File: config.mk
export PLATFORM = sky130hd
export DESIGN_NAME = icache_setup
export DESIGN_NICKNAME = d
export VERILOG_FILES = /design/src/common/icache_cfg_pkg.sv /design/src/source/icache_setup.sv
export SDC_FILE = /design/constraint.sdc
export NUM_CORES = 1
export LEC_CHECK = 0
export ABC_CLOCK_PERIOD_IN_PS = 2000
export BUFFER_PORTS_ARGS = -buffer_cell sky130_fd_sc_hd__buf_4
export CORE_ASPECT_RATIO = 1.1
export CORE_UTILIZATION = 43
export DETAILED_ROUTE_END_ITERATION = 8
export PLACE_DENSITY = 0.88
export SYNTH_ARGS = -nofsm -noshare
export SYNTH_HDL_FRONTEND = slang
export SYNTH_SLANG_ARGS = --single-unit
File: constraint.sdc
create_clock -name clk_i -period 2 [get_ports clk_i]
set_input_delay 0.1 -clock clk_i [delete_from_list [all_inputs] [get_ports clk_i]]
set_output_delay 0.1 -clock clk_i [all_outputs]
set_load 0.1 [all_outputs]
File: src/common/icache_cfg_pkg.sv
// Cache geometry constants, fetch address union and pipeline structs
`default_nettype none

package icache_cfg_pkg;

  // --------------------------------------------------
  // Geometry
  // --------------------------------------------------
  localparam int XLEN       = 32;                        // Data word width
  localparam int PLEN       = 32;                        // Address width
  localparam int BLOCK_SIZE = 16;                        // Bytes per line
  localparam int WAYS       = 2;
  localparam int SETS       = 16;
  localparam int BURST_SIZE = BLOCK_SIZE * 8 / XLEN;     // Beats per fill
  localparam int IDX_BITS   = $clog2(SETS);
  localparam int OFFS_BITS  = $clog2(BURST_SIZE);        // Word offset in line
  localparam int TAG_BITS   = PLEN - IDX_BITS - OFFS_BITS - 2;
  localparam int BLK_BITS   = 8 * BLOCK_SIZE;
  localparam int LFSR_BITS  = 7;                         // Victim generator width

  // --------------------------------------------------
  // Types
  // --------------------------------------------------
  typedef struct packed {
    logic [TAG_BITS-1:0]  tag;
    logic [IDX_BITS-1:0]  idx;
    logic [OFFS_BITS-1:0] offs;
    logic [1:0]           byte_offs;                     // Always 0 for word fetch
  } fetch_fields_t;

  // Fetch address, seen as a word or as its cache fields
  typedef union packed {
    logic [PLEN-1:0] adr;
    fetch_fields_t   f;
  } fetch_adr_t;

  typedef struct packed {
    logic       valid;
    fetch_adr_t adr;
  } fetch_req_t;

  typedef logic [BLK_BITS-1:0] line_t;

  typedef struct packed {
    logic  hit;
    line_t line;                                         // Line of the hitting way
  } cache_lookup_t;

endpackage

`default_nettype wire

File: src/source/icache_setup.sv
// Address setup stage, fetch request register and memory read index select
`timescale 1ns/1ps
`default_nettype none

module icache_setup (
  input  wire logic                                clk_i,
  input  wire logic                                rst_ni,
  input  wire logic                                stall_i,
  input  wire logic                                flush_i,
  input  wire logic                                req_i,
  input  wire icache_cfg_pkg::fetch_adr_t          adr_i,
  output icache_cfg_pkg::fetch_req_t               setup_req_o,
  output logic [icache_cfg_pkg::IDX_BITS-1:0]      rd_idx_o
);

  import icache_cfg_pkg::*;

  logic       valid_q;
  fetch_adr_t adr_q;

  // Request valid, killed by a pipeline flush
  always_ff @(posedge clk_i or negedge rst_ni) begin
    if (!rst_ni) begin
      valid_q <= 1'b0;
    end else if (flush_i) begin
      valid_q <= 1'b0;
    end else if (!stall_i) begin
      valid_q <= req_i;
    end
  end

  // Address payload, held while stalled
  always_ff @(posedge clk_i) begin
    if (!stall_i) begin
      adr_q <= adr_i;
    end
  end

  assign setup_req_o.valid = valid_q;
  assign setup_req_o.adr   = adr_q;

  // Memory reads the set the hit stage judges next
  assign rd_idx_o = stall_i ? adr_q.f.idx : adr_i.f.idx;

endmodule

`default_nettype wire

==> flow_metrics.env <==
export IMPL_num_antenna_cells=0
export IMPL_cts_tree="yes"
export IMPL_max_slew_margin=0.742
export IMPL_met1_length_um=1120
export IMPL_root_buffer="clkbuf_4"
export IMPL_multi_input_area_um2=73.8
export IMPL_register_area_um2=986
export IMPL_path_class="input port to primary output"
export IMPL_switchingPower_mw=0.719
export IMPL_p_clk_frac=0.174
export IMPL_clk_latency_ns=0.31
export IMPL_ys_types=8
export IMPL_syn_area_um2=1080
export IMPL_whs_ns=0.0438
export IMPL_timing_final_crit_share=0.699
export IMPL_rows=18
export IMPL_rsz0062_at_grt="no"
export IMPL_hold_start="req_i"
export IMPL_grt_pass1_wl_um=4260
export IMPL_worstReg2RegEnd="valid_q"
export IMPL_met3_length_um=223
export IMPL_cts_made_buffers=5
export IMPL_ys_ff_latch=33
export IMPL_die_w_um=49.8
export IMPL_min_period_ns=1.40
export IMPL_cp_max_fo=2
export IMPL_hold_path_depth=3
export IMPL_drv_cap=0
export IMPL_drive_above_1_share=0.535
export IMPL_reg2reg_depth=2
export IMPL_drt_iter0_markers=19
export IMPL_grt_max_degree=33
export IMPL_cts_max_level=2
export IMPL_track_usage=0.250
export IMPL_cts_clk_slew_worst_paths_ns=0.09
export IMPL_powerDensity_nw_per_um2=900
export IMPL_seqPwrFrac=0.457
export IMPL_swShare=0.391
export IMPL_clkSinkCount=33
export IMPL_finalSetupTns_ns=0
export IMPL_gp_congestion=0.644
export IMPL_fp_dieH_um=54.6
export IMPL_syn_avg_cell_area_um2=25.8
export IMPL_cp_end_kind="primary output"
export IMPL_timing_rr_start="valid_q"
export IMPL_finClkSkew_ns=0
export IMPL_coreArea_um2=2320
export IMPL_finalMaxSlewViolations=0
export IMPL_wl_per_cell_um=16.6
export IMPL_via_count=836
export IMPL_max_freq_mhz=715
export IMPL_ctsResizeCount=0
export IMPL_syn_nets=79
export IMPL_final_common_cell="buf_4"
export IMPL_die_area_um2=2720
export IMPL_vias_per_cell=4.52
export IMPL_route_top_layer_used="met4"
export IMPL_finalSetupViolCount=0
export IMPL_intPower_mw=1.12
export IMPL_grt_pass1_vias=824
export IMPL_synth_warnings=0
export IMPL_post_cts_setup_buffers=0
export IMPL_finalHoldViolCount=0
export IMPL_ios=74
export IMPL_synth_yosys_seq_area_share=0.911
export IMPL_overflow=0
export IMPL_max_slew_worst_pin_slew_ns=0.387
export IMPL_vdd_drop_max_mv=0.639
export IMPL_hold_class="input port to register"
export IMPL_combPwrFrac=0.370
export IMPL_route_met2_wl_um=1700
export IMPL_start_util=0.467
export IMPL_r2r_setup_slack_ns=1.32
export IMPL_syn2layout_area_growth_pct=88.7
export IMPL_required_ns=1.90
export IMPL_hold_path_end="valid_q"
export IMPL_synth_cells=42
export IMPL_worstPathArrival_ns=1.30
export IMPL_power_static_leakage_nw=0.896
export IMPL_layout_common_cells="buf_4 (74), dlygate4sd3_1 (34), edfxtp_1 (32)"
export IMPL_run_status="finished, final reports clean"
export IMPL_drc_errors=0
export IMPL_cp_start_kind="input port"
export IMPL_port_buffers=73
export IMPL_first_pass_iters=4
export IMPL_routed_wirelength_um=3070
export IMPL_antenna_found_initial=0
export IMPL_antenna_left=0
export IMPL_nFillCells=90
export IMPL_cts_buffer_depth=2
export IMPL_nets=192
[cells in the mapped netlist, drive strengths merged]
| cell type | number | area (µm²) |
|---|---|---|
| dfrtp | 1 | 25.0 |
| buf | 2 | 18.8 |
| edfxtp | 32 | 961 |
| mux2 | 4 | 60.1 |
| mux2i | 1 | 10.0 |
| nor2 | 1 | 3.75 |
| inv | 1 | 3.75 |
[registers in the layout (all words and copies together) (netlist names)]
register  count
valid_q       1
adr_q        32
[power groups by stage]
stage / clock (mW) / sequential [mW] / combinational (mW)
after global placement: 0 / 0.849 / 0.617
after CTS: 0.320 / 0.835 / 0.675
final: 0.319 / 0.839 / 0.679
after floorplan: 0 / 1.23 / 0.0942
after detailed placement: 0 / 0.850 / 0.622
after global routing: 0.353 / 0.843 / 0.693
[routing by layer]
metal | up-vias | track usage
li1 | 387 | -
met5 | - | 0
met1 | 395 | 0.244
met4 | 0 | 0.100
met2 | 52 | 0.466
met3 | 2 | 0.111
[worst max-delay path by stage]
| stage | end | depth (start not counted) | start |
|---|---|---|---|
| 2_1_floorplan | rd_idx_o[0] | 1 | adr_q[4] |
| 3_3_place_gp | adr_q[24] | 3 | stall_i |
| 3_5_place_dp | adr_q[24] | 3 | stall_i |
| 4_1_cts | rd_idx_o[2] | 4 | adr_i[6] |
| 5_1_grt | rd_idx_o[0] | 4 | adr_i[4] |
| 6_report | rd_idx_o[0] | 4 | adr_i[4] |
[layout make-up]
| cell class | count | share of cell area |
|---|---|---|
| Clock buffer | 6 | 0.0202 |
| Tap cell | 30 | 0.0184 |
| Multi-Input combinational cell | 6 | 0.0362 |
| Timing Repair Buffer | 108 | 0.439 |
| Sequential cell | 33 | 0.483 |
| Inverter | 1 | 0.00184 |
| Clock inverter | 1 | 0.00184 |
[kinds of logic (layout without fill, tap and decap cells)]
logic type             count (synthesis)  after routing  synth area share
multiplexers                           5              5            0.0647
buffers and inverters                  3            116            0.0208
AND/OR/NAND/NOR                        1              1           0.00346
flip-flops                            33             33             0.911
[timing repair]
| action | 4_1_cts | 5_1_grt |
|---|---|---|
| hold buffers | 34 | 0 |
| hold endpoints to repair | 34 | 0 |
| setup endpoints to repair | 0 | 0 |
[critical path, cell delays in order]
cell and delay [ns]:
dlygate4sd3_1 0.56, buf_4 0.15, mux2_4 0.26, buf_4 0.23
[per-stage QoR]
stage	instance area, µm²	util	power (mW)	cells	worst slack, ns
5_1_grt	2040	0.880	1.89	185	0.592
3_5_place_dp	1660	0.714	1.47	144	1.00
4_1_cts	2040	0.880	1.83	185	0.620
6_report	2040	0.880	1.84	185	0.602
2_1_floorplan	1080	-	1.32	42	0.482
3_3_place_gp	1660	0.714	1.47	144	1.01
Power figures use the tool's default switching activity.
