<file path="src/common/icache_cfg_pkg.sv">
// Cache geometry constants, fetch address union and pipeline structs
`default_nettype none

package icache_cfg_pkg;

  // --------------------------------------------------
  // Geometry
  // --------------------------------------------------
  localparam int XLEN       = 32;                        // Data word width
  localparam int PLEN       = 32;                        // Address width
  localparam int BLOCK_SIZE = 16;                        // Bytes per line
  localparam int WAYS       = 2;
  localparam int SETS       = 16;
  localparam int BURST_SIZE = BLOCK_SIZE * 8 / XLEN;     // Beats per fill
  localparam int IDX_BITS   = $clog2(SETS);
  localparam int OFFS_BITS  = $clog2(BURST_SIZE);        // Word offset in line
  localparam int TAG_BITS   = PLEN - IDX_BITS - OFFS_BITS - 2;
  localparam int BLK_BITS   = 8 * BLOCK_SIZE;
  localparam int LFSR_BITS  = 7;                         // Victim generator width

  // --------------------------------------------------
  // Types
  // --------------------------------------------------
  typedef struct packed {
    logic [TAG_BITS-1:0]  tag;
    logic [IDX_BITS-1:0]  idx;
    logic [OFFS_BITS-1:0] offs;
    logic [1:0]           byte_offs;                     // Always 0 for word fetch
  } fetch_fields_t;

  // Fetch address, seen as a word or as its cache fields
  typedef union packed {
    logic [PLEN-1:0] adr;
    fetch_fields_t   f;
  } fetch_adr_t;

  typedef struct packed {
    logic       valid;
    fetch_adr_t adr;
  } fetch_req_t;

  typedef logic [BLK_BITS-1:0] line_t;

  typedef struct packed {
    logic  hit;
    line_t line;                                         // Line of the hitting way
  } cache_lookup_t;

endpackage

`default_nettype wire

</file>
<file path="src/common/icache_biu_pkg.sv">
// Bus transfer size and burst enums, fill command and bus request structs
`default_nettype none

package icache_biu_pkg;

  // Line address width, offset bits dropped
  localparam int LINE_ADR_BITS = icache_cfg_pkg::PLEN - icache_cfg_pkg::OFFS_BITS - 2;

  typedef enum logic [2:0] {
    BYTE  = 3'b000,
    HWORD = 3'b001,
    WORD  = 3'b010,
    DWORD = 3'b011
  } biu_size_t;

  typedef enum logic [2:0] {
    SINGLE = 3'b000,
    INCR4  = 3'b011                                      // Four beats, incrementing
  } biu_type_t;

  // Hit stage to bus controller, held until fill done
  typedef struct packed {
    logic                     req;
    logic [LINE_ADR_BITS-1:0] line_adr;
  } fill_cmd_t;

  typedef struct packed {
    logic [icache_cfg_pkg::PLEN-1:0] adr;
    biu_size_t                       size;
    biu_type_t                       btype;
  } biu_req_t;

endpackage

`default_nettype wire

</file>
<file path="src/source/icache_biu_ctrl.sv">
// Bus FSM, INCR4 burst issue, beat counting and refill line assembly
`timescale 1ns/1ps
`default_nettype none

module icache_biu_ctrl (
  input  wire logic                        clk_i,
  input  wire logic                        rst_ni,
  input  wire icache_biu_pkg::fill_cmd_t   fill_cmd_i,
  output logic                             fill_done_o,
  output icache_cfg_pkg::line_t            biu_line_o,
  output logic                             biu_stb_o,
  output icache_biu_pkg::biu_req_t         biu_req_o,
  input  wire logic                        biu_stb_ack_i,
  input  wire logic                        biu_ack_i,
  input  wire logic [icache_cfg_pkg::XLEN-1:0] biu_q_i
);

  import icache_cfg_pkg::*;
  import icache_biu_pkg::*;

  localparam int BEAT_BITS = $clog2(BURST_SIZE);

  typedef enum logic [1:0] {IDLE, STROBE, BURST} state_t;

  state_t               state_q;
  logic [BEAT_BITS-1:0] beat_cnt_q;
  logic                 last_beat;
  logic [PLEN-1:0]      adr_q;                       // Line base address
  line_t                line_q;

  assign last_beat = biu_ack_i && (beat_cnt_q == BEAT_BITS'(BURST_SIZE - 1));

  // --------------------------------------------------
  // Bus FSM
  // --------------------------------------------------
  always_ff @(posedge clk_i or negedge rst_ni) begin
    if (!rst_ni) begin
      state_q     <= IDLE;
      beat_cnt_q  <= '0;
      fill_done_o <= 1'b0;
    end else begin
      fill_done_o <= 1'b0;
      case (state_q)
        IDLE: begin
          // Command still high in the done cycle
          if (fill_cmd_i.req && !fill_done_o) state_q <= STROBE;
        end
        STROBE: begin
          if (biu_stb_ack_i) begin
            state_q    <= BURST;
            beat_cnt_q <= '0;
          end
        end
        BURST: begin
          if (biu_ack_i) beat_cnt_q <= beat_cnt_q + 1'b1;
          if (last_beat) begin
            state_q     <= IDLE;
            fill_done_o <= 1'b1;                     // One cycle after beat four
          end
        end
        default: state_q <= IDLE;
      endcase
    end
  end

  // Address capture and beat shift register
  always_ff @(posedge clk_i) begin
    if (state_q == IDLE && fill_cmd_i.req) begin
      adr_q <= {fill_cmd_i.line_adr, {(PLEN - LINE_ADR_BITS){1'b0}}};
    end
    if (state_q == BURST && biu_ack_i) begin
      line_q <= {biu_q_i, line_q[BLK_BITS-1:XLEN]};  // Word 0 ends at bottom
    end
  end

  assign biu_stb_o       = (state_q == STROBE);
  assign biu_req_o.adr   = adr_q;
  assign biu_req_o.size  = WORD;
  assign biu_req_o.btype = INCR4;
  assign biu_line_o      = line_q;

endmodule

`default_nettype wire

</file>
<file path="config.mk">
export PLATFORM = sky130hd
export DESIGN_NAME = icache_biu_ctrl
export DESIGN_NICKNAME = d
export VERILOG_FILES = /design/src/common/icache_cfg_pkg.sv /design/src/common/icache_biu_pkg.sv /design/src/source/icache_biu_ctrl.sv
export SDC_FILE = /design/constraint.sdc
export NUM_CORES = 1
export LEC_CHECK = 0
export ABC_AREA = 1
export BUFFER_PORTS_ARGS = -buffer_cell sky130_fd_sc_hd__buf_2
export CAP_MARGIN = 10
export CORE_ASPECT_RATIO = 0.7
export CORE_MARGIN = 2
export CORE_UTILIZATION = 46
export CTS_CLUSTER_SIZE = 8
export DETAILED_ROUTE_END_ITERATION = 10
export GPL_TIMING_DRIVEN = 0
export PLACE_DENSITY = 0.88
export SLEW_MARGIN = 20
export SYNTH_ARGS = -nofsm -noshare
export SYNTH_HDL_FRONTEND = slang
export SYNTH_SLANG_ARGS = --single-unit
</file>
<file path="constraint.sdc">
create_clock -name clk_i -period 4.4 [get_ports clk_i]
set_input_delay 0.88 -clock clk_i [delete_from_list [all_inputs] [get_ports clk_i]]
set_output_delay 0.88 -clock clk_i [all_outputs]
set_load 0.01 [all_outputs]
</file>
==> results of run 1 <==
## final timing paths
path | startpoint | endpoint | slack (ps) | cells after the start
max reg2reg | state_q[0]$_DFFE_PN0P_ | biu_line_o[68]$_DFFE_PP_ | 2340 | 4
max in group asynchronous | rst_ni | beat_cnt_q[0]$_DFFE_PN0P_ | 4000 | 1
min in group clk_i | biu_line_o[108]$_DFFE_PP_ | biu_line_o[76]$_DFFE_PP_ | 440 | 0
min | rst_ni | fill_done_o$_DFF_PN0_ | 270 | 1
max | biu_ack_i | biu_line_o[68]$_DFFE_PP_ | 2300 | 4
min reg2reg | biu_line_o[108]$_DFFE_PP_ | biu_line_o[76]$_DFFE_PP_ | 440 | 0
## final cells by class
cell class	count	area, sq um
Sequential cell	161	4810
Fill cell	734	3570
Timing Repair Buffer	223	1130
Clock buffer	18	429
Tap cell	132	165
Multi-Input combinational cell	30	148
Clock inverter	14	120
Buffer	10	75.1
Inverter	6	27.5
## sequential cells by signal, summed over array words and instances, names as in the netlist
signal,count
state_q,2
beat_cnt_q,2
fill_done_o,1
adr_q,28
biu_line_o,128
## cell usage after synthesis, drive strengths merged
| cell | instances | area (sq um) |
|---|---|---|
| edfxtp | 156 | 4680 |
| buf | 10 | 75.1 |
| nand2 | 7 | 26.3 |
| inv | 6 | 22.5 |
| nand3 | 6 | 35.0 |
| dfrtp | 5 | 125 |
| nor2 | 3 | 11.3 |
| conb | 2 | 7.51 |
| nand4 | 2 | 12.5 |
| ha | 1 | 12.5 |
| nor3 | 1 | 5.00 |
## cells by family (layout without fill, tap and decap cells)
logic type | after synthesis | after routing | share of synthesized area
buf+inv | 16 | 271 | 0.0195
flops | 161 | 161 | 0.959
fa+ha+maj | 1 | 1 | 0.00249
simple gates | 19 | 19 | 0.0180
other cells | 2 | 10 | 0.00150
## metrics by stage
stage	cells	area, sq um
global placement	561	6320
CTS	594	6910
finish	594	6910
detailed placement	562	6360
global route	594	6910
floorplan	207	5050
## metal layers
| layer | wire [um] | vias up | GRT usage |
|---|---|---|---|
| li1 | - | 1262 | - |
| met1 | 3710 | 1288 | 0.188 |
| met2 | 5110 | 170 | 0.290 |
| met3 | 1040 | 18 | 0.0796 |
| met4 | 157 | 2 | 0.0634 |
| met5 | 13 | - | 0 |
## power by group through the flow
stage / clock, mW / sequential, mW / combinational [mW]
3_5_place_dp: 0 / 2.13 / 0.553
3_3_place_gp: 0 / 2.15 / 0.518
4_1_cts: 1.37 / 2.10 / 0.555
5_1_grt: 1.43 / 2.13 / 0.595
6_report: 1.34 / 2.10 / 0.546
2_1_floorplan: 0 / 2.25 / 0.150
==> flow_summary.ini, run 1 <==
[status]
outcome = completed

[global_routing]
grt_antenna_before_repair = 1
first_global_vias = 2763
grt_use_total = 0.171
grt_max_degree = 81
grt_overflow = 0
grt_pass1_wl_mm = 14.8

[timing]
rsz0062_at_grt = false
relSlewSlack = 0.513
post-route-period-util = 0.477
setup_viol = 0
maxSlewViolCount = 0
hold_ws_ps = 272
tightest_slew_ps = 728
max_freq_ghz = 0.476
fin_setup_tns_ps = 0
final.setup_skew_ps = 7.13
fin_crit_ps = 2100
setup_ws_ps = 2300
finalHoldViolCount = 0

[layout]
most-common-layout-cells = 222 x buf_2, 156 x edfxtp_1, 17 x clkbuf_16, 10 x buf_4, 10 x conb_1
layout_commonest_cell = buf_2
area_delta_synth_final_pct = 37.6
utilization = 0.659
drive_gt1_frac = 0.580
nets = 515
antenna_cells = 0

[floorplan]
die_h_um = 91.4
io_pins = 233
die_w_um = 129
rows = 31
start_util = 0.479
core_sq_um = 10500
die-area_sq_um = 11800

[clock_network]
cts_setup_buffers = 0
cts_resized = 0
clock_path_buffers = 2
hold_buffers = 0
clkSinkCount = 161
root_buffer = clkbuf_16
cts_buffers = 17
insertion_delay_ps = 400
clkTransAtPathRegs_ps = 60
cts_tree = yes
htreeDepth = 4

[critical_path]
crit_required_ps = 4490
critPathMaxFanout = 80
cp_top_family = buffers and inverters
cp_data_arrival_time_ps = 2180
worstSetupPathType = in2reg
worst_path_max_delay_cell = inv_6
critPathLaunchType = input port
endpoint_kind = flop
crit_path_max_incr_delay_ps = 560
path_buf_inv = 3
path_cells = buf_2, nand3_1, inv_6, buf_12

[pwr]
pwr-share-clk = 0.336
combPwrFrac = 0.137
switching_share = 0.266
p_int_mw = 2.93
leakage_nw = 2.80
power.switching_mw = 1.06
p_seq_frac = 0.528
p_per_area_nw_per_um2 = 577
p_total_mw = 3.99
irDropWorstVdd_uv = 424

[flow_run]
max-cap-violations = 0

[routing]
drt_wl_total_mm = 10.0
first_iter_violations = 112
num_vias = 2740
ant_nets = 0
drc = 0
dr.pass1.iters = 7
avgViaCountPerCell = 4.61
wl_per_cell_um = 16.9

[placement]
place_ws_ps = 1900
gp_congestion = 0.701
portBuffers = 222
detailed_place_hpwl_mm = 7.34

[synth]
syn_avg_cell_area_sq_um = 25.2
syn_inst = 199
ys_seq_area_frac = 0.959
ys_types = 13
ys_warn_count = 0
yosys_register_bits = 161
syn-cell-area_sq_um = 5020

[min_path]
holdCritPathClass = in2async
Note: power is estimated with default switching activity, not from simulation.
==> inputs of run 2 (changes only) <==
Clock period 4.4 ns to 2 ns, I/O delays scaled along.
==> flow_summary.ini, run 2 (synthesis gave the netlist of run 1 again) <==
[clock_network]
htreeDepth = 4
clkTransAtPathRegs_ps = 70
cts_setup_buffers = 0
cts_resized = 0
clkSinkCount = 161
insertion_delay_ps = 400
clock_path_buffers = 2
cts_tree = yes
root_buffer = clkbuf_16
cts_buffers = 17

[pwr]
power.switching_mw = 2.38
irDropWorstVdd_uv = 788
p_seq_frac = 0.507
leakage_nw = 2.85
p_int_mw = 6.73
p_per_area_nw_per_um2 = 1300
combPwrFrac = 0.140
switching_share = 0.261
pwr-share-clk = 0.353

[timing]
max_freq_ghz = 0.555
maxSlewViolCount = 0
finalHoldViolCount = 0
rsz0062_at_grt = false
final.setup_skew_ps = 8.48
fin_crit_ps = 1800
fin_setup_tns_ps = 0
tightest_slew_ps = 766
setup_ws_ps = 197
relSlewSlack = 0.488
post-route-period-util = 0.901
setup_viol = 0

[global_routing]
grt_use_total = 0.179
first_global_vias = 2843
grt_overflow = 0
grt_antenna_before_repair = 0
grt_pass1_wl_mm = 15.4
grt_max_degree = 40

[routing]
drc = 0
route.met3.wl_mm = 1.10
wl_per_cell_um = 17.2
first_iter_violations = 124
highest_layer = met4
met1_length_mm = 3.82
dr.pass1.iters = 4
drt_wl_total_mm = 10.3
ant_nets = 0
avgViaCountPerCell = 4.65
wl_met2_mm = 5.19
num_vias = 2783

[critical_path]
critPathMaxFanout = 37
critPathLaunchType = flop
cp_data_arrival_time_ps = 1900
endpoint_kind = flop
crit_required_ps = 2100
worstSetupPathType = reg2reg
reg2reg_from = state_q[0]$_DFFE_PN0P_
setup.worst_path.start = state_q[0]$_DFFE_PN0P_

[layout]
area_delta_synth_final_pct = 39.9
multi_input_area_sq_um = 160
nets = 519
ff_latch_area_sq_um = 4810
antenna_cells = 0
most-common-layout-cells = 222 x buf_2, 156 x edfxtp_1, 17 x clkbuf_16, 10 x buf_4, 10 x conb_1
layout_commonest_cell = buf_2
stdcell_area_sq_um = 7020
stdcell_count = 598
utilization = 0.670
fillCellCount = 684
largest_register_ffs = 128
drive_gt1_frac = 0.584

[placement]
place_ws_ps = -65.9
gp_congestion = 0.765
placed_cells = 564
detailed_place_hpwl_mm = 7.51
portBuffers = 222
placed_area_sq_um = 6410

[flow_run]
max-cap-violations = 0

[floorplan]
start_util = 0.479
die_h_um = 91.4
die-area_sq_um = 11800
core_sq_um = 10500
rows = 31
io_pins = 233
die_w_um = 129

[min_path]
hold_start = biu_q_i[20]
holdCritPathClass = in2reg

[status]
outcome = completed
run 2: changes by cell type in the layout (fill, tap and decap cells not counted), sizes merged:
| cell | previous run | this run |
|---|---|---|
| clkinv | 3 | 1 |
| bufinv | 0 | 2 |
| buf | 233 | 235 |
| clkinvlp | 4 | 5 |
| dlygate4sd3 | 0 | 1 |
run 2: what timing repair did:
action | 4_1_cts | 5_1_grt
endpoints found under the setup margin | 27 | 0
hold buffers | 1 | 0
endpoints found under the hold margin | 5 | 0
run 2: worst paths after layout:
check,to,slack (ps),cells past startpoint
setup reg to reg,biu_line_o[107]$_DFFE_PP_,200,5
hold reg to reg,biu_line_o[94]$_DFFE_PP_,440,0
max in group asynchronous,state_q[1]$_DFFE_PN0P_,1540,2
min in group asynchronous,beat_cnt_q[0]$_DFFE_PN0P_,330,2
setup / recovery,biu_line_o[107]$_DFFE_PP_,200,5
hold / removal,biu_line_o[116]$_DFFE_PP_,170,1
run 2: final cells by class:
| class | instances | share of cell area |
|---|---|---|
| sequential | 161 | 0.685 |
| timing repair buffer | 226 | 0.168 |
| clock buffer | 18 | 0.0612 |
| clock inverter | 14 | 0.0237 |
| tap | 132 | 0.0235 |
| multi-input combinational | 30 | 0.0228 |
| buffer | 10 | 0.0107 |
| inverter | 6 | 0.00374 |
| timing repair inverter | 1 | 0.000713 |
run 2: power groups by stage:
stage	sequential, mW	combinational, mW	clock (mW)
floorplan	4.93	0.345	0
global placement	4.71	1.18	0
detailed placement	4.69	1.29	0
CTS	4.62	1.30	3.27
global route	4.68	1.40	3.42
finish	4.62	1.28	3.21
run 2: worst max-delay path: stages, from the launching register on:
cell	delay, ps
dfrtp_1	420
inv_2	150
nand3_4	120
clkinvlp_4	300
buf_12	270
buf_12	220
run 2: per-stage QoR:
step / hold slack, ps / power, mW
floorplan: 104 / 5.27
global placement: 211 / 5.88
detailed placement: 219 / 5.98
CTS: 153 / 9.19
global route: 141 / 9.50
finish: 172 / 9.11
run 2: routing by layer:
| layer | track usage | vias to the layer above |
|---|---|---|
| li1 | - | 1268 |
| met1 | 0.192 | 1316 |
| met2 | 0.309 | 181 |
| met3 | 0.0902 | 18 |
| met4 | 0.0571 | 0 |
| met5 | 0 | - |
