## src/common/icache_cfg_pkg.sv

```systemverilog
// Cache geometry constants, fetch address union and pipeline structs
`default_nettype none

package icache_cfg_pkg;

  // --------------------------------------------------
  // Geometry
  // --------------------------------------------------
  localparam int XLEN       = 32;                        // Data word width
  localparam int PLEN       = 32;                        // Address width
  localparam int BLOCK_SIZE = 16;                        // Bytes per line
  localparam int WAYS       = 2;
  localparam int SETS       = 16;
  localparam int BURST_SIZE = BLOCK_SIZE * 8 / XLEN;     // Beats per fill
  localparam int IDX_BITS   = $clog2(SETS);
  localparam int OFFS_BITS  = $clog2(BURST_SIZE);        // Word offset in line
  localparam int TAG_BITS   = PLEN - IDX_BITS - OFFS_BITS - 2;
  localparam int BLK_BITS   = 8 * BLOCK_SIZE;
  localparam int LFSR_BITS  = 7;                         // Victim generator width

  // --------------------------------------------------
  // Types
  // --------------------------------------------------
  typedef struct packed {
    logic [TAG_BITS-1:0]  tag;
    logic [IDX_BITS-1:0]  idx;
    logic [OFFS_BITS-1:0] offs;
    logic [1:0]           byte_offs;                     // Always 0 for word fetch
  } fetch_fields_t;

  // Fetch address, seen as a word or as its cache fields
  typedef union packed {
    logic [PLEN-1:0] adr;
    fetch_fields_t   f;
  } fetch_adr_t;

  typedef struct packed {
    logic       valid;
    fetch_adr_t adr;
  } fetch_req_t;

  typedef logic [BLK_BITS-1:0] line_t;

  typedef struct packed {
    logic  hit;
    line_t line;                                         // Line of the hitting way
  } cache_lookup_t;

endpackage

`default_nettype wire

```

## src/common/icache_biu_pkg.sv

```systemverilog
// Bus transfer size and burst enums, fill command and bus request structs
`default_nettype none

package icache_biu_pkg;

  // Line address width, offset bits dropped
  localparam int LINE_ADR_BITS = icache_cfg_pkg::PLEN - icache_cfg_pkg::OFFS_BITS - 2;

  typedef enum logic [2:0] {
    BYTE  = 3'b000,
    HWORD = 3'b001,
    WORD  = 3'b010,
    DWORD = 3'b011
  } biu_size_t;

  typedef enum logic [2:0] {
    SINGLE = 3'b000,
    INCR4  = 3'b011                                      // Four beats, incrementing
  } biu_type_t;

  // Hit stage to bus controller, held until fill done
  typedef struct packed {
    logic                     req;
    logic [LINE_ADR_BITS-1:0] line_adr;
  } fill_cmd_t;

  typedef struct packed {
    logic [icache_cfg_pkg::PLEN-1:0] adr;
    biu_size_t                       size;
    biu_type_t                       btype;
  } biu_req_t;

endpackage

`default_nettype wire

```

## src/source/icache_hit_ctrl.sv

```systemverilog
// Hit stage, front-end FSM for lookup, miss, fill and flush, parcel output
`timescale 1ns/1ps
`default_nettype none

module icache_hit_ctrl (
  input  wire logic                                 clk_i,
  input  wire logic                                 rst_ni,
  input  wire logic                                 flush_i,
  input  wire logic                                 cache_flush_i,
  input  wire icache_cfg_pkg::fetch_req_t           setup_req_i,
  input  wire icache_cfg_pkg::cache_lookup_t        lookup_i,
  input  wire logic                                 fill_done_i,
  input  wire icache_cfg_pkg::line_t                biu_line_i,
  output logic                                      stall_o,
  output logic                                      fill_we_o,
  output logic                                      flush_we_o,
  output logic [icache_cfg_pkg::IDX_BITS-1:0]       wr_idx_o,
  output logic [icache_cfg_pkg::IDX_BITS-1:0]       flush_idx_o,
  output logic [icache_cfg_pkg::TAG_BITS-1:0]       cmp_tag_o,
  output icache_biu_pkg::fill_cmd_t                 fill_cmd_o,
  output logic [icache_cfg_pkg::XLEN-1:0]           parcel_o,
  output logic                                      parcel_valid_o
);

  import icache_cfg_pkg::*;

  typedef enum logic [1:0] {LOOKUP, MISS, FILL_WAIT, FLUSH} state_t;

  state_t              state_q, state_d;
  fetch_adr_t          miss_adr_q;                   // Request being filled
  logic                killed_q;                     // Fill request flushed away
  logic                flush_pend_q;                 // Cache flush seen while busy
  logic [IDX_BITS-1:0] flush_cnt_q;
  logic                flush_go;
  logic                lookup_hit, lookup_miss;
  logic [XLEN-1:0]     hit_word, fill_word;

  // --------------------------------------------------
  // Decisions
  // --------------------------------------------------
  assign flush_go    = cache_flush_i || flush_pend_q;
  assign lookup_hit  = (state_q == LOOKUP) && setup_req_i.valid && lookup_i.hit
                       && !flush_i && !flush_go;
  assign lookup_miss = (state_q == LOOKUP) && setup_req_i.valid && !lookup_i.hit
                       && !flush_i && !flush_go;

  assign hit_word  = lookup_i.line[setup_req_i.adr.f.offs * XLEN +: XLEN];
  assign fill_word = biu_line_i[miss_adr_q.f.offs * XLEN +: XLEN];

  always_comb begin
    state_d = state_q;
    case (state_q)
      LOOKUP: begin
        if (flush_go) begin
          state_d = FLUSH;
        end else if (lookup_miss) begin
          state_d = MISS;
        end
      end
      MISS:      if (fill_done_i) state_d = FILL_WAIT;    // Line written here
      FILL_WAIT: state_d = LOOKUP;                        // Memory re-reads set
      FLUSH:     if (flush_cnt_q == IDX_BITS'(SETS - 1)) state_d = LOOKUP;
      default:   state_d = LOOKUP;
    endcase
  end

  // --------------------------------------------------
  // Control state
  // --------------------------------------------------
  always_ff @(posedge clk_i or negedge rst_ni) begin
    if (!rst_ni) begin
      state_q        <= LOOKUP;
      killed_q       <= 1'b0;
      flush_pend_q   <= 1'b0;
      flush_cnt_q    <= '0;
      parcel_valid_o <= 1'b0;
    end else begin
      state_q <= state_d;
      if (lookup_miss) begin
        killed_q <= 1'b0;
      end else if (flush_i && (state_q == MISS || state_q == FILL_WAIT)) begin
        killed_q <= 1'b1;                            // Fill completes, no parcel
      end
      if (state_q == LOOKUP && flush_go) begin
        flush_pend_q <= 1'b0;
      end else if (cache_flush_i) begin
        flush_pend_q <= 1'b1;
      end
      flush_cnt_q    <= (state_q == FLUSH) ? flush_cnt_q + 1'b1 : '0;
      parcel_valid_o <= lookup_hit || (state_q == FILL_WAIT && !killed_q && !flush_i);
    end
  end

  // Payload registers
  always_ff @(posedge clk_i) begin
    if (lookup_miss) begin
      miss_adr_q <= setup_req_i.adr;
    end
    parcel_o <= (state_q == FILL_WAIT) ? fill_word : hit_word;
  end

  // --------------------------------------------------
  // Outputs
  // --------------------------------------------------
  assign stall_o     = (state_q != LOOKUP) || flush_go;
  assign fill_we_o   = (state_q == MISS) && fill_done_i;
  assign flush_we_o  = (state_q == FLUSH);
  assign flush_idx_o = flush_cnt_q;
  assign wr_idx_o    = miss_adr_q.f.idx;
  assign cmp_tag_o   = (state_q == LOOKUP) ? setup_req_i.adr.f.tag : miss_adr_q.f.tag;

  // Command raised in the miss cycle, held in MISS
  assign fill_cmd_o.req      = lookup_miss || (state_q == MISS);
  assign fill_cmd_o.line_adr = (state_q == MISS) ? miss_adr_q.adr[PLEN-1:OFFS_BITS+2]
                                                 : setup_req_i.adr.adr[PLEN-1:OFFS_BITS+2];

endmodule

`default_nettype wire

```

## config.mk

```make
export PLATFORM = sky130hd
export DESIGN_NAME = icache_hit_ctrl
export DESIGN_NICKNAME = d
export VERILOG_FILES = /design/src/common/icache_cfg_pkg.sv /design/src/common/icache_biu_pkg.sv /design/src/source/icache_hit_ctrl.sv
export SDC_FILE = /design/constraint.sdc
export NUM_CORES = 1
export LEC_CHECK = 0
export BUFFER_PORTS_ARGS = -buffer_cell sky130_fd_sc_hd__buf_2
export CAP_MARGIN = 10
export CORE_AREA = 2 2 150 152
export DETAILED_ROUTE_END_ITERATION = 10
export DIE_AREA = 0 0 152 154
export GPL_TIMING_DRIVEN = 1
export HOLD_SLACK_MARGIN = 0.05
export PLACE_DENSITY = 0.56
export SLEW_MARGIN = 40
export SYNTH_ARGS = -nofsm -noshare
export SYNTH_HDL_FRONTEND = slang
export SYNTH_SLANG_ARGS = --single-unit
```

## constraint.sdc

```tcl
create_clock -name clk_i -period 5.2 [get_ports clk_i]
set_input_delay 0.78 -clock clk_i [delete_from_list [all_inputs] [get_ports clk_i]]
set_output_delay 0.78 -clock clk_i [all_outputs]
set_load 0.01 [all_outputs]
```

==> impl_metrics.yaml, run 1 <==
synth:
  ys_seq_area_frac: 0.366
  synth_seq_cells: 71
  synth-xor-area-share: 0.00362
  synth_compound_area_frac: 0.00621
  synth_cells: 282
  avgSynthCellArea_um2: 17.1
  synth_top_cell_by_area: "mux4_1"
  synthTopCellsByArea: "mux4_1, mux2_2, edfxtp_1"
  syn-num-nets: 583
  synth.distinct_cells: 24
  synth_ff_type: "dfxtp_1"
  ys_warn_count: 0
  synth_top_area_frac: 0.348
  yosys.area_share.simple: 0.0207
  synth_edf_count: 30
  synth_top_family_by_area: "multiplexers"
  ys_async_sr_fraction: 0.127
  synthMuxAreaShare: 0.548
  yosys.area_share.adder: 0.0155
  ys_top_cells_by_count: "mux2_2, mux4_1, dfxtp_1, edfxtp_1, buf_1"
  synth_area_um2: 4830
  synth_most_common_cell: "mux2_2"
final_layout:
  drive_above_1_share: 0.752
  nets: 960
  nFillCells: 2212
  area_growth_pct: 51.5
worst_setup_path:
  worstSetupStartpointType: "register"
  reg2reg_depth: 3
  crit_path_max_incr_delay_ns: 0.45
  slowest_stage: "ha_1"
  crit_path_end_kind: "primary output"
  cp_cell_sequence: "inv_1 > ha_1 > buf_4 > mux2_2 > buf_2"
  arrival_ns: 2.27
  critPathBufInv: 3
  r2r-end: "parcel_o[12]$_DFF_P_"
  crit_type: "reg -> out"
  regToRegStartpoint: "miss_adr_q[2]$_DFFE_PP_"
  critPathMaxFanout: 21
  cp_top_family: "buffers and inverters"
  ff2ff_setup_slack_ns: 2.91
  critPathRequiredTime_ns: 4.42
detailed_routing:
  routed_wl_um: 17600
  wl_per_cell_um: 18.6
  drt-initial-drc-count: 152
  dr_total_vias: 4246
  drc: 0
  first_pass_iters: 4
  via_per_inst: 4.49
  final_antenna_net_count: 0
clocking:
  insertion_delay_ns: 0.34
  cts_hold_buf: 0
  cts_resized: 0
  cts_buffers: 9
  cts_buffer_depth: 2
  cts_setup_buffers: 0
  root_buffer: "clkbuf_16"
  cts_tree: "built"
  path_clk_slew_ns: 0.06
  h-tree-depth: 3
  clock_sinks: 71
global_route:
  gr-total-overflow: 0
  groute.usage.overall: 0.143
  grt_pass1_vias: 4415
  grt_max_degree: 34
  grt_pass1_wl_um: 25300
  antenna_found_initial: 4
floorplanning:
  fp.dieW_um: 152
  initial_core_util: 0.223
  coreArea_um2: 21700
  die_y_um: 154
  rows: 54
  ios: 392
  dieArea_um2: 23400
worst_hold_path:
  hp-class: "in -> async"
timing:
  period_minus_slack_ns: 3.05
  worst_pin_slew_ns: 0.839
  maxSlewHeadroom: 0.441
  fin_skew_ns: 0.00967
  drv_slew: 0
  hold-worst-slack_ns: 0.288
  clock.fmax_mhz: 328
  setup_violations: 0
  finalSetupTns_ns: 0
  final_hold_viol_count: 0
  grt_setup_unrepaired: "false"
  finalCritPeriodShare: 0.586
pwr:
  worst_ir_drop_vdd_mv: 0.142
  leakage_uw: 0.00348
  cellPowerDensity_nw_per_um2: 345
flow_run:
  maxCapViolCount: 0
place:
  port_buffers: 389
  dp_hpwl_um: 14400
  place.gp.congestion: 0.879
run_status:
  outcome: "completed"
## worst max path at each step
stage                                      start              to  slack [ns]  cells after the start
after floorplan           state_q[0]$_DFFE_PN0P_  fill_cmd_o[28]        1.47                      7
after global placement    state_q[1]$_DFFE_PN0P_   fill_cmd_o[6]        2.46                      5
after detailed placement  state_q[1]$_DFFE_PN0P_   fill_cmd_o[6]        2.44                      5
after CTS                 state_q[1]$_DFFE_PN0P_   fill_cmd_o[6]        2.06                      5
after global routing      state_q[1]$_DFFE_PN0P_  fill_cmd_o[27]        2.02                      5
final                     state_q[1]$_DFFE_PN0P_   fill_cmd_o[3]        2.15                      5
## cell usage in the layout (no fill, tap or decap), types with 2 or more instances in the layout
cell | netlist | final
edfxtp_1 | 30 | 30
ha_1 | 6 | 5
nand3_1 | 3 | 3
dfxtp_1 | 32 | 32
clkinv_2 | 0 | 2
clkbuf_16 | 0 | 10
and2_1 | 4 | 4
buf_4 | 4 | 6
diode_2 | 0 | 2
mux4_1 | 64 | 64
dfrtp_1 | 9 | 9
a21oi_1 | 3 | 3
nor2_1 | 5 | 4
nor2b_1 | 2 | 2
mux2_2 | 86 | 86
inv_1 | 3 | 3
buf_2 | 2 | 388
## report_power, final
group	leakage, uW	switching (uW)	internal [uW]
sequential	0.000654	37.2	700
clock	0.000151	253	400
combinational	0.00268	529	606
total	0.00348	819	1710
## registers in the layout, indices dropped and copies added, names as in the netlist
register,cells
parcel_o,32
miss_adr_q,30
flush_idx_o,4
state_q,2
flush_pend_q,1
killed_q,1
parcel_valid_o,1
## area by class of cell
| type | count | area [um2] | area share |
|---|---|---|---|
| Multi-Input combinational cell | 180 | 2890 | 0.395 |
| Tap cell | 280 | 350 | 0.0478 |
| Clock inverter | 5 | 56.3 | 0.00769 |
| Sequential cell | 71 | 1770 | 0.241 |
| Timing Repair Buffer | 394 | 1990 | 0.271 |
| Inverter | 3 | 11.3 | 0.00154 |
| Antenna cell | 2 | 5.00 | 0.000683 |
| Clock buffer | 11 | 254 | 0.0347 |
## through the flow
| step | power (uW) | worst slack [ns] | area, um2 | instances | utilization |
|---|---|---|---|---|---|
| global placement | 1900 | 2.46 | 7000 | 928 | 0.323 |
| global route | 2670 | 2.02 | 7320 | 945 | 0.338 |
| detailed placement | 1910 | 2.44 | 7010 | 928 | 0.323 |
| CTS | 2580 | 2.06 | 7320 | 944 | 0.337 |
| floorplan | 1440 | 1.47 | 4830 | 282 | - |
| finish | 2530 | 2.15 | 7320 | 946 | 0.338 |
## worst reg2reg max path: stages, from the launching register on
cell and delay (ns):
edfxtp_1 0.66, buf_4 0.46, mux4_1 0.76, mux2_2 0.31
## per-layer routing
metal  track usage  wire [um]  part of all wire
met3        0.0383       1130             0.064
met2         0.267       9430              0.54
met5             0         24            0.0014
met4        0.0650        448             0.025
met1         0.151       6550              0.37
## logic make-up after synthesis
kind of cell,count (synthesis)
AOI/OAI and AO/OA,4
xor gates and xnor gates,2
adders and majority gates,6
buffers and inverters,31
DFF,71
muxes,150
and+or+nand+nor,18
Power figures use the tool's default switching activity.
==> inputs of run 2 (changes only) <==
--- a/config.mk
+++ b/config.mk
@@ -5,14 +5,15 @@
 export SDC_FILE = /design/constraint.sdc
 export NUM_CORES = 1
 export LEC_CHECK = 0
+export ABC_AREA = 1
 export BUFFER_PORTS_ARGS = -buffer_cell sky130_fd_sc_hd__buf_2
 export CAP_MARGIN = 10
-export CORE_AREA = 2 2 150 152
+export CORE_AREA = 2 2 153 155
 export DETAILED_ROUTE_END_ITERATION = 10
-export DIE_AREA = 0 0 152 154
+export DIE_AREA = 0 0 155 157
 export GPL_TIMING_DRIVEN = 1
 export HOLD_SLACK_MARGIN = 0.05
-export PLACE_DENSITY = 0.56
+export PLACE_DENSITY = 0.57
 export SLEW_MARGIN = 40
 export SYNTH_ARGS = -nofsm -noshare
 export SYNTH_HDL_FRONTEND = slang
==> constraint.sdc (replaced) <==
create_clock -name clk_i -period 2.99 [get_ports clk_i]
set_input_delay 0.4485 -clock clk_i [delete_from_list [all_inputs] [get_ports clk_i]]
set_output_delay 0.4485 -clock clk_i [all_outputs]
set_load 0.01 [all_outputs]
==> impl_metrics.yaml, run 2 <==
run_status:
  outcome: "completed"
flow_run:
  maxCapViolCount: 0
timing:
  fin_skew_ns: 0.00828
  setup_violations: 0
  hold-worst-slack_ns: 0.289
  finalCritPeriodShare: 0.845
  drv_slew: 0
  final_hold_viol_count: 0
  finalSetupTns_ns: 0
  maxSlewHeadroom: 0.517
  grt_setup_unrepaired: "false"
  period_minus_slack_ns: 2.53
  worst_pin_slew_ns: 0.724
  clock.fmax_mhz: 396
detailed_routing:
  first_pass_iters: 7
  final_antenna_net_count: 0
  wl_per_cell_um: 14.1
  drt-initial-drc-count: 387
  drc: 0
  dr_total_vias: 6920
  routed_wl_um: 22800
  via_per_inst: 4.29
synth:
  synth_edf_count: 30
  avgSynthCellArea_um2: 5.69
  synthTopCellsByArea: "nand2_1, edfxtp_1, dfxtp_1"
  synth.distinct_cells: 18
  ys_async_sr_fraction: 0.127
  ys_warn_count: 0
  synth_most_common_cell: "nand2_1"
  ys_top_cells_by_count: "nand2_1, nor2_1, inv_1, nand3_1, o21ai_0"
  synth_top_area_frac: 0.293
  syn-num-nets: 1265
  synth_ff_type: "dfxtp_1"
  synth_cells: 964
  synth_top_cell_by_area: "nand2_1"
  synth_area_um2: 5480
  ys_seq_area_frac: 0.322
  synth_seq_cells: 71
final_layout:
  multi_input_area_um2: 2980
  area_growth_pct: 44.4
  nets: 1621
  final_cell_mix: "nand2_1, buf_2, nor2_1"
  nFillCells: 2515
  fin_area_um2: 7920
  seqCellArea_um2: 1770
  final_util: 0.352
  drive_above_1_share: 0.322
  mostFrequentLayoutCell: "nand2_1"
  top_register: "parcel_o"
  largest_reg_flops: 32
clocking:
  cts_buffers: 9
  insertion_delay_ns: 0.34
  cts_hold_buf: 1
  root_buffer: "clkbuf_16"
  h-tree-depth: 3
  cts_tree: "built"
  path_clk_slew_ns: 0.06
  cts_buffer_depth: 2
  cts_resized: 0
  clock_sinks: 71
  cts_setup_buffers: 0
place:
  place.gp.congestion: 0.859
  port_buffers: 389
  dp_hpwl_um: 17900
  place_area_um2: 7600
worst_setup_path:
  critPathMaxFanout: 21
  critPathLaunch: "state_q[1]$_DFFE_PN0P_"
  crit_type: "reg -> out"
  regToRegStartpoint: "state_q[0]$_DFFE_PN0P_"
  worstSetupStartpointType: "register"
  arrival_ns: 2.08
  critPathRequiredTime_ns: 2.54
  crit_path_end_kind: "primary output"
floorplanning:
  rows: 55
  fp.dieW_um: 155
  initial_core_util: 0.244
  dieArea_um2: 24300
  die_y_um: 157
  ios: 392
  coreArea_um2: 22500
global_route:
  grt_max_degree: 65
  grt_pass1_wl_um: 33400
  antenna_found_initial: 3
  grt_pass1_vias: 6267
  groute.usage.overall: 0.179
  gr-total-overflow: 0
pwr:
  worst_ir_drop_vdd_mv: 0.238
  cellPowerDensity_nw_per_um2: 610
  leakage_uw: 0.00469
worst_hold_path:
  min_from: "flush_i"
  hp-class: "in -> reg"
[run 2: changes by cell type in the layout (fill, tap and decap cells not counted), moves of 10 or more]
cell / before / now
nor2_1: 4 / 133
o21ai_0: 0 / 52
nand2_1: 0 / 428
inv_1: 3 / 103
buf_4: 6 / 16
nand3_1: 3 / 100
mux4_1: 64 / 0
mux2_2: 86 / 0
[run 2: cells by family (layout without fill, tap and decap cells)]
family	Yosys count	in the layout	synth area share
other	0	2	0
flip-flops	71	71	0.322
AND/OR/NAND/NOR	662	662	0.476
AO/OA/AOI/OAI	57	57	0.0525
adder cells (fa/ha/maj)	6	6	0.0137
buffers and inverters	168	529	0.136
[run 2: stage by stage]
stage                     instances  power (uW)  worst slack (ns)
after CTS                      1610        4900             0.385
after floorplan                 964        2680             0.417
after global placement         1593        3760             0.783
after detailed placement       1593        3770             0.769
final                          1612        4830             0.463
after global routing           1612        5210             0.247
[run 2: final timing paths]
| check | cells after the start | slack [ns] | endpoint |
|---|---|---|---|
| setup / recovery | 7 | 0.46 | fill_cmd_o[7] |
| hold / removal | 2 | 0.29 | parcel_valid_o$_DFF_PN0_ |
| setup reg to reg | 7 | 1.17 | miss_adr_q[16]$_DFFE_PP_ |
| hold reg to reg | 1 | 0.49 | flush_idx_o[0]$_DFF_PN0_ |
| max in group asynchronous | 2 | 2.29 | flush_idx_o[1]$_DFF_PN0_ |
| min in group asynchronous | 2 | 0.51 | flush_idx_o[2]$_DFF_PN0_ |
[run 2: worst max-delay path: stages (launching register included)]
cell and delay, ns:
dfrtp_1 0.39, inv_1 0.09, ha_1 0.19, inv_1 0.45
buf_4 0.24, nand2_1 0.05, o21ai_0 0.13, buf_2 0.20
[run 2: where the power goes]
group          internal (uW)  leakage [uW]  switching (uW)
Combinational            901       0.00389            1510
Clock                    652      0.000147             444
Sequential              1260      0.000655            65.3
Total                   2810       0.00469            2020
[run 2: per-layer routing]
| metal | wire (um) | GRT usage | up-vias |
|---|---|---|---|
| li1 | - | - | 3641 |
| met1 | 9930 | 0.230 | 2899 |
| met2 | 10200 | 0.295 | 344 |
| met3 | 2090 | 0.0435 | 34 |
| met4 | 543 | 0.0573 | 2 |
| met5 | 13 | 0 | - |
[run 2: cell type report]
cell class                      count  share of cell area
Clock buffer                       10              0.0289
Clock inverter                      6             0.00885
Antenna cell                        2            0.000632
Multi-Input combinational cell    725               0.376
Timing Repair Buffer              407               0.267
Inverter                          106              0.0504
Tap cell                          285              0.0450
Sequential cell                    71               0.223
